$ cat config.mk
export PLATFORM = sky130hd
export DESIGN_NAME = sgb_support
export DESIGN_NICKNAME = d
export VERILOG_FILES = /design/src/logic/sgb_pkg.sv /design/src/logic/cheat_loader.sv /design/src/logic/ram_clear.sv /design/src/logic/audio_mix.sv /design/src/logic/sgb_support.sv
export SDC_FILE = /design/constraint.sdc
export NUM_CORES = 1
export LEC_CHECK = 0
export ABC_AREA = 1
export BUFFER_PORTS_ARGS = -buffer_cell sky130_fd_sc_hd__buf_2
export CELL_PAD_IN_SITES_DETAIL_PLACEMENT = 1
export CELL_PAD_IN_SITES_GLOBAL_PLACEMENT = 1
export CORE_ASPECT_RATIO = 1.75
export CORE_MARGIN = 4
export CORE_UTILIZATION = 30
export CTS_CLUSTER_DIAMETER = 50
export DETAILED_ROUTE_END_ITERATION = 8
export PLACE_DENSITY = 0.7
export SYNTH_ARGS = -nofsm -noshare
export SYNTH_HDL_FRONTEND = slang
export SYNTH_HIERARCHICAL = 1
export SYNTH_SLANG_ARGS = --single-unit
$ cat constraint.sdc
create_clock -name clk_sys -period 2.4 [get_ports clk_sys]
set_clock_uncertainty 0.2 [all_clocks]
set_input_delay 0.12 -clock clk_sys [delete_from_list [all_inputs] [get_ports clk_sys]]
set_output_delay 0.12 -clock clk_sys [all_outputs]
set_load 0.05 [all_outputs]
$ cat src/logic/sgb_pkg.sv
/* Shared types and constants for the console support blocks: audio samples,
   the cheat code record, download indexes and work-RAM fill bytes */

`default_nettype none

package sgb_pkg;

	// ========================================================================
	// Audio
	// ========================================================================

	typedef logic signed [15:0] sample_t;

	// ========================================================================
	// Cheat code record
	// ========================================================================

	// Half of a 32-bit field, as delivered by two download words
	typedef struct packed {
		logic [15:0] top;
		logic [15:0] bottom;
	} code_field_t;

	// Field view, most significant first
	typedef struct packed {
		code_field_t flags;
		code_field_t address;
		code_field_t compare;
		code_field_t replace;
	} code_fields_t;

	// Same 128 bits, loaded as words and consumed as fields
	typedef union packed {
		logic [7:0][15:0] words;
		code_fields_t     fields;
	} code_t;

	// Word position inside code_t for each download slot (byte offset / 2).
	// Slots run flags low, flags high, address low, address high,
	// compare low, compare high, replace low, replace high
	localparam logic [7:0][2:0] WORD_MAP = {
		3'd1, 3'd0, 3'd3, 3'd2, 3'd5, 3'd4, 3'd7, 3'd6
	};

	// Slot of the replace high word, which completes a record
	localparam logic [2:0] LAST_SLOT = 3'd7;

	// ========================================================================
	// Download indexes
	// ========================================================================

	localparam int IDX_W = 8;

	// Cartridge image, matched on the low 6 bits only
	localparam logic [IDX_W-1:0] CART_INDEX = 8'h04;
	localparam logic [IDX_W-1:0] CODE_INDEX = '1;

	// ========================================================================
	// Work-RAM fill pattern
	// ========================================================================

	localparam logic [7:0] FILL_A = 8'h66;
	localparam logic [7:0] FILL_B = 8'h99;

endpackage

`default_nettype wire

$ cat src/logic/cheat_loader.sv
/* Cheat code loader, collects eight download words into one code record
   and strobes code_valid once the replace high word has arrived */

`timescale 1ns/1ps
`default_nettype none

module cheat_loader (
	input  wire                  clk_sys,
	input  wire                  RESET,
	input  wire                  code_wr,
	input  wire [2:0]            slot,
	input  wire [15:0]           dl_data,
	output sgb_pkg::code_t       gg_code,
	output logic                 code_valid
);

	// ========================================================================
	// Record storage
	// ========================================================================

	// Words may arrive in any order, each lands in its own slot
	always_ff @(posedge clk_sys) begin
		if (RESET) begin
			gg_code <= '0;
		end else if (code_wr) begin
			gg_code.words[sgb_pkg::WORD_MAP[slot]] <= dl_data;
		end
	end

	// ========================================================================
	// Completion strobe
	// ========================================================================

	// One cycle after the replace high word, record is then whole
	always_ff @(posedge clk_sys) begin
		if (RESET) begin
			code_valid <= 1'b0;
		end else begin
			code_valid <= code_wr && (slot == sgb_pkg::LAST_SLOT);
		end
	end

endmodule

`default_nettype wire

$ cat src/logic/ram_clear.sv
/* Work-RAM clear engine, walks the whole address space once per cartridge
   download and writes the two-value checker pattern */

`timescale 1ns/1ps
`default_nettype none

module ram_clear #(
	// Pattern uses address bits 8 and 2, so at least 9
	parameter int FILL_ADDR_W = 17
) (
	input  wire                    clk_sys,
	input  wire                    RESET,
	input  wire                    cart_dl,
	output logic                   clearing,
	output logic [FILL_ADDR_W-1:0] fill_addr,
	output logic [7:0]             fill_data,
	output logic                   fill_wr
);

	logic cart_dl_q;
	logic cart_rise;

	// Start on the leading edge of the download level only
	assign cart_rise = cart_dl & ~cart_dl_q;

	always_ff @(posedge clk_sys) begin
		if (RESET) begin
			cart_dl_q <= 1'b0;
			clearing  <= 1'b0;
			fill_addr <= '0;
		end else begin
			cart_dl_q <= cart_dl;

			if (clearing) begin
				// Last address written this cycle
				if (&fill_addr) begin
					clearing <= 1'b0;
				end
				fill_addr <= fill_addr + 1'b1;
			end else begin
				// An edge seen mid-walk is dropped
				if (cart_rise) begin
					clearing <= 1'b1;
				end
				fill_addr <= '0;
			end
		end
	end

	// One write per cycle for the whole walk
	assign fill_wr = clearing;

	// Checker pattern
	assign fill_data = (fill_addr[8] ^ fill_addr[2]) ? sgb_pkg::FILL_A : sgb_pkg::FILL_B;

endmodule

`default_nettype wire

$ cat src/logic/audio_mix.sv
/* Audio mixer, adds the handheld sound and optionally the streamed
   soundtrack to the main sound, with a registered output and mute */

`timescale 1ns/1ps
`default_nettype none

module audio_mix (
	input  wire                  clk_sys,
	input  wire                  RESET,
	input  sgb_pkg::sample_t     main_l,
	input  sgb_pkg::sample_t     main_r,
	input  sgb_pkg::sample_t     gb_l,
	input  sgb_pkg::sample_t     gb_r,
	input  sgb_pkg::sample_t     msu_l,
	input  sgb_pkg::sample_t     msu_r,
	input  wire                  msu_en,
	input  wire                  mute,
	output sgb_pkg::sample_t     audio_l,
	output sgb_pkg::sample_t     audio_r
);

	// One channel of the mix, identical for left and right
	function automatic sgb_pkg::sample_t mix_channel(
		input sgb_pkg::sample_t main_s,
		input sgb_pkg::sample_t gb_s,
		input sgb_pkg::sample_t msu_s,
		input logic             use_msu
	);
		logic [15:0] gb_scaled;
		logic [16:0] sum_s;
		logic [16:0] sum_t;
		gb_scaled = {gb_s[15], gb_s[13:0], 1'b0};
		// 17 bits so the first add cannot overflow
		sum_s = {main_s[15], main_s} + {gb_scaled[15], gb_scaled};
		// Soundtrack at half level, sign kept
		sum_t = {sum_s[16], sum_s[16:1]} + {msu_s[15], msu_s[15], msu_s[15:1]};
		if (use_msu) begin
			return sum_t[16:1];
		end
		return sum_s[16:1];
	endfunction

	// ========================================================================
	// Output register
	// ========================================================================

	always_ff @(posedge clk_sys) begin
		if (RESET) begin
			audio_l <= '0;
			audio_r <= '0;
		end else if (mute) begin
			audio_l <= '0;
			audio_r <= '0;
		end else begin
			audio_l <= mix_channel(main_l, gb_l, msu_l, msu_en);
			audio_r <= mix_channel(main_r, gb_r, msu_r, msu_en);
		end
	end

endmodule

`default_nettype wire

$ cat src/logic/sgb_support.sv
/* Console support top level, decodes the download index and hosts the
   cheat loader, the work-RAM clear engine and the audio mixer */

`timescale 1ns/1ps
`default_nettype none

module sgb_support #(
	parameter int FILL_ADDR_W = 17
) (
	input  wire                       clk_sys,
	input  wire                       RESET,

	// Download port
	input  wire                       dl_active,
	input  wire [sgb_pkg::IDX_W-1:0]  dl_index,
	input  wire [15:0]                dl_addr,
	input  wire [15:0]                dl_data,
	input  wire                       dl_wr,

	// Audio sources and controls
	input  sgb_pkg::sample_t          main_l,
	input  sgb_pkg::sample_t          main_r,
	input  sgb_pkg::sample_t          gb_l,
	input  sgb_pkg::sample_t          gb_r,
	input  sgb_pkg::sample_t          msu_l,
	input  sgb_pkg::sample_t          msu_r,
	input  wire                       msu_en,
	input  wire                       mute,

	// Cheat record
	output sgb_pkg::code_t            gg_code,
	output logic                      code_valid,

	// Work-RAM clear, clearing also holds the system in reset
	output logic                      clearing,
	output logic [FILL_ADDR_W-1:0]    fill_addr,
	output logic [7:0]                fill_data,
	output logic                      fill_wr,

	output sgb_pkg::sample_t          audio_l,
	output sgb_pkg::sample_t          audio_r
);

	logic code_wr;
	logic cart_dl;

	// ========================================================================
	// Download index decode
	// ========================================================================

	assign code_wr = dl_active & dl_wr & (dl_index == sgb_pkg::CODE_INDEX);
	// Upper index bits select cartridge variants, not checked here
	assign cart_dl = dl_active & (dl_index[5:0] == sgb_pkg::CART_INDEX[5:0]);

	// ========================================================================
	// Blocks
	// ========================================================================

	cheat_loader u_cheat_loader (
		.clk_sys    (clk_sys),
		.RESET      (RESET),
		.code_wr    (code_wr),
		.slot       (dl_addr[3:1]),
		.dl_data    (dl_data),
		.gg_code    (gg_code),
		.code_valid (code_valid)
	);

	ram_clear #(
		.FILL_ADDR_W (FILL_ADDR_W)
	) u_ram_clear (
		.clk_sys   (clk_sys),
		.RESET     (RESET),
		.cart_dl   (cart_dl),
		.clearing  (clearing),
		.fill_addr (fill_addr),
		.fill_data (fill_data),
		.fill_wr   (fill_wr)
	);

	audio_mix u_audio_mix (
		.clk_sys (clk_sys),
		.RESET   (RESET),
		.main_l  (main_l),
		.main_r  (main_r),
		.gb_l    (gb_l),
		.gb_r    (gb_r),
		.msu_l   (msu_l),
		.msu_r   (msu_r),
		.msu_en  (msu_en),
		.mute    (mute),
		.audio_l (audio_l),
		.audio_r (audio_r)
	);

endmodule

`default_nettype wire

==> impl_metrics.toml, run 1 <==
[floorplan]
die-area_sq_um = 40100
num_rows = 92
ios = 330
die_h_um = 262
initial_core_util_pct = 30.5
fp.dieW_um = 153
core_region_area_sq_um = 36300

[clock_network]
cts_tree = "done"
clockRootBuffer = "clkbuf_16"
cts.path.max_buffers = 2
path_clk_slew_ps = 80
numCtsBuffers = 17
clkLatencyLatePin_ps = 440
htree_levels = 4
cts.sinks = 180

[pwr]
power_switching_mw = 3.36
switching_share_pct = 36.8
intPower_mw = 5.78
pwr_density_cell_nw_per_um2 = 591
leakagePower_nw = 8.07
combPwrFrac_pct = 35.5
power_frac_clock_pct = 31.1
pwr-share-seq_pct = 33.4
vdd_drop_max_mv = 0.383

[timing]
max_freq_mhz = 425
worst_slack_ps = 49.0
hold_violations = 1
period_needed_ps = 2350
slew-limit-headroom_pct = 58.1
worstMarginPinSlew_ps = 628
rsz0062_at_grt = "true"
finalMaxSlewViolations = 0
setup_tns_ps = 0
setup_viol = 0
fin_hold_ws_ps = -0.399
period_share_pct = 98.0

[placement]
placed_area_sq_um = 14000
io_buffers = 310
dp_hpwl_mm = 35.5
globalplace.congestion = 0.838
place_ws_ps = -646

[worst_hold_path]
hold_start = "msu_r[5]"
holdCritPathClass = "in2reg"

[setup_path]
crit_path_start = "gb_r[0]"
start_kind = "input pin"
end_kind = "register"
worst_ep_required_time_ps = 2530
path_class = "in2reg"
rr_startpoint = "u_ram_clear/fill_addr[0]$_SDFF_PP0_"
cp_max_fo = 4
arrival_ps = 2480

[logic_synthesis]
avgSynthCellArea_sq_um = 6.22
yosys-top-cells-count = "nand2_1, nor2_1, inv_1"
ys_ff_latch = 180
synthCells = 1779
synth_area_leader_cell = "dfxtp_1"
synth_edf_count = 0
ys_async_sr_fraction_pct = 0
synthTopCellsByArea = "dfxtp_1, nand2_1, nor2_1"
synth_seq_area_share_pct = 32.6
synth.distinct_cells = 34
synth.most_common_cell = "nand2_1"
yosys_most_used_dff = "dfxtp_1"
syn_area_sq_um = 11100
synth_top_area_share_pct = 32.6
syn_nets = 1989
yosys_warnings = 6

[global_route]
grt_start_max_net_pins = 65
grt-ovfl-total = 0
grt_pass1_wl_mm = 69.4
grt_pass1_vias = 13472
track_usage_pct = 21.6
antenna_found_initial = 0

[layout]
design_area_sq_um = 15500
drive_above_1_share_pct = 30.6
seq_area_sq_um = 3600
syn_to_final_growth_pct = 39.9
final_nets = 2401
fillerInstances = 4849
multi_input_area_sq_um = 7150
n_antenna_cell = 0

[detailed_routing]
ant_nets = 0
vias_per_cell = 4.72
routed_wl_mm = 44.9
route.vias.total = 12627
dr.pass1.iters = 5
wire_per_inst_um = 16.8
drtIter0Drc = 258
route.detailed.drc = 0

[status]
outcome = "finished with violations"
failed_checks = "negative hold slack"

[run]
cap_violations = 0
==> sequential cells by signal, indices dropped and copies added, names as in the netlist <==
signal and cells:
u_audio_mix/audio_l 16, u_ram_clear/cart_dl_q 1, u_cheat_loader/gg_code 128, u_ram_clear/fill_addr 17, u_ram_clear/clearing 1, u_audio_mix/audio_r 16
u_cheat_loader/code_valid 1
==> power by group through the flow <==
| stage | sequential, mW | combinational [mW] | clock (mW) |
|---|---|---|---|
| 2_1_floorplan | 3.30 | 1.53 | 0 |
| 4_1_cts | 3.06 | 2.92 | 2.95 |
| 6_report | 3.06 | 3.24 | 2.85 |
| 5_1_grt | 3.06 | 3.58 | 3.08 |
| 3_5_place_dp | 3.13 | 2.85 | 0 |
| 3_3_place_gp | 3.13 | 2.77 | 0 |
==> final cells by class <==
cell class	count	share of cell area (%)
tap	470	3.80
clock buffer	18	2.77
clock inverter	14	1.01
inverter	217	5.29
timing repair buffer	454	17.7
sequential	180	23.3
multi-input combinational	1321	46.2
==> what timing repair did <==
action                                 CTS  global route
hold buffers                            13             2
endpoints found under the hold margin   16             2
resized for setup                       14           131
pin swaps                                1            44
setup endpoints to repair                8            21
setup buffers                            0            10
==> cell families after synthesis <==
kind of cell	share of synthesized area [%]
compound gates	4.26
xor+xnor	1.89
fa+ha+maj	7.96
buf+inv	10.5
flops	32.6
simple gates	42.8
==> cell usage in the layout (no fill, tap or decap), drive strengths merged <==
cell / instances
o21a: 2
buf: 439
nand4: 9
or2: 5
nor3: 16
o21ai: 22
dlygate4sd3: 15
inv: 224
dfxtp: 180
clkbuf: 18
clkinvlp: 1
fa: 4
nand3: 181
xnor2: 11
ha: 64
a21oi: 64
nand3b: 3
clkinv: 6
and2: 6
nor2: 374
xor2: 12
nand2: 545
o21bai: 3
==> worst max-delay path, stage by stage <==
cell and delay [ps]:
buf_2 120, ha_4 160, fa_2 340, buf_4 140
xor2_1 260, ha_1 340, buf_4 160, nand4_1 90
nand2_1 80, nand2_1 80, nand2_2 80, buf_4 140
xnor2_1 110, a21oi_1 260
==> path summary, 6_finish.rpt <==
check	endpoint	slack [ps]	cells past startpoint
max	u_audio_mix/audio_r[6]$_SDFF_PP0_	50	14
min	u_audio_mix/audio_r[3]$_SDFF_PP0_	-0.4	4
max reg2reg	u_ram_clear/fill_addr[16]$_SDFF_PP0_	550	10
min reg2reg	u_cheat_loader/gg_code[52]$_SDFFE_PP0P_	280	2
==> per-layer routing <==
layer	global-route usage [%]	vias to the layer above	share of wire, %
met5	0	-	0
met4	8.25	0	3.3
met3	2.92	68	4.1
met2	44.8	311	57
met1	21.1	5947	35
li1	-	6301	-
==> per-stage QoR <==
stage	std cells	total power [mW]	util, %
5_1_grt	2674	9.72	42.7
3_3_place_gp	2618	5.90	38.6
4_1_cts	2663	8.92	40.8
6_report	2674	9.15	42.7
2_1_floorplan	1779	4.83	-
3_5_place_dp	2618	5.97	38.6
Power figures use the tool's default switching activity.
==> run 2: changes to the inputs <==
ABC_CLOCK_PERIOD_IN_PS = 2400   (was default)
BUFFER_PORTS_ARGS = default   (was -buffer_cell sky130_fd_sc_hd__buf_2)
DONT_BUFFER_PORTS = 1   (was default)
PLACE_DENSITY = 0.58   (was 0.7)
SLEW_MARGIN = 10   (was default)
==> impl_metrics.toml, run 2 (synthesis gave the netlist of run 1 again) <==
[status]
outcome = "finished with violations"
failed_checks = "negative hold slack"

[clock_network]
cts.sinks = 180
clkLatencyLatePin_ps = 450
cts.path.max_buffers = 2
htree_levels = 4
cts_tree = "done"
clockRootBuffer = "clkbuf_16"
numCtsBuffers = 17
path_clk_slew_ps = 80

[timing]
slew-limit-headroom_pct = 55.3
worst_slack_ps = 21.0
hold_violations = 3
setup_tns_ps = 0
max_freq_mhz = 420
period_needed_ps = 2380
period_share_pct = 99.1
fin_hold_ws_ps = -36.3
finalMaxSlewViolations = 0
worstMarginPinSlew_ps = 669
setup_viol = 0

[placement]
place_ws_ps = -455
placed_area_sq_um = 12600
io_buffers = 0
dp_hpwl_mm = 34.1
dp.cells = 2324
globalplace.congestion = 0.899

[layout]
top_register = "u_cheat_loader/gg_code"
largest_reg_flops = 128
top_regs = "u_cheat_loader/gg_code (128), u_ram_clear/fill_addr (17)"
final_cell_mix = "nand2_1, nor2_1, inv_1"
design_area_sq_um = 14100
syn_to_final_growth_pct = 27.0
mostFrequentLayoutCell = "nand2_1"
fin_util_pct = 38.8
final_nets = 2149
post_layout_nonfiller_instances = 2422
drive_above_1_share_pct = 14.8

[setup_path]
end_kind = "register"
worst_ep_required_time_ps = 2590
start_kind = "input pin"
path_class = "in2reg"
arrival_ps = 2570
cp_max_fo = 5

[detailed_routing]
routed_wl_mm = 43.6
route.vias.total = 11653
vias_per_cell = 4.81
dr.pass1.iters = 4
wire_per_inst_um = 18.0
ant_nets = 0
drtIter0Drc = 329
route.detailed.drc = 0

[global_route]
track_usage_pct = 21.0
grt_pass1_vias = 11884
grt_start_max_net_pins = 60
antenna_found_initial = 1
grt-ovfl-total = 0
grt_pass1_wl_mm = 65.6

[run]
cap_violations = 0

[pwr]
pwr_density_cell_nw_per_um2 = 623
power.total_mw = 8.76
leakagePower_nw = 6.81
vdd_drop_max_mv = 0.396

[floorplan]
die_h_um = 262
ios = 330
fp.dieW_um = 153
initial_core_util_pct = 30.5
num_rows = 92
core_region_area_sq_um = 36300
die-area_sq_um = 40100

[worst_hold_path]
holdCritPathClass = "in2reg"
-- run 2: per-layer routing --
layer | wire length (um) | global-route usage, % | up-vias
met1 | 15000 | 19.8 | 5542
met2 | 24900 | 42.8 | 243
met5 | 0 | 0 | -
met4 | 1420 | 8.30 | 0
li1 | - | - | 5805
met3 | 2320 | 5.09 | 63
-- run 2: area by class of cell --
| cell class | instances | area [sq um] |
|---|---|---|
| multi-input cells | 1322 | 6720 |
| inverters | 217 | 817 |
| clock inverters | 14 | 155 |
| well taps | 470 | 588 |
| clock buffers | 17 | 425 |
| flip-flops and latches | 180 | 3600 |
| repair buffers | 201 | 1740 |
| fillers | 4776 | 22200 |
| diodes | 1 | 2.50 |
-- run 2: where the power goes --
| group | internal, mW | switching [mW] | total, mW |
|---|---|---|---|
| sequential | 3.04 | 0.217 | 3.25 |
| combinational | 1.13 | 1.50 | 2.63 |
| clock | 1.40 | 1.47 | 2.87 |
| total | 5.57 | 3.19 | 8.76 |
-- run 2: final timing paths --
kind / start / end / slack (ps) / depth (start not counted)
worst max-delay path: dl_addr[2] / u_cheat_loader/gg_code[32]$_SDFFE_PP0P_ / 20 / 8
worst min-delay path: msu_l[12] / u_audio_mix/audio_l[10]$_SDFF_PP0_ / -40 / 6
worst max register to register: u_ram_clear/fill_addr[1]$_SDFF_PP0_ / u_ram_clear/fill_addr[16]$_SDFF_PP0_ / 680 / 10
worst min register to register: u_ram_clear/cart_dl_q$_SDFF_PP0_ / u_ram_clear/clearing$_SDFF_PP0_ / 310 / 3
-- run 2: worst max-delay path, cell delays in order --
cell	delay, ps
dlygate4sd3_1	590
inv_1	130
nand2_1	60
dlygate4sd3_1	680
nor2_4	250
nor2_1	70
nor2_1	110
dlygate4sd3_1	560
-- run 2: what timing repair did --
action	CTS	global route
buffers inserted	0	8
hold buffers	54	3
resized for setup	0	44
endpoints found under the hold margin	179	3
endpoints found under the setup margin	0	19
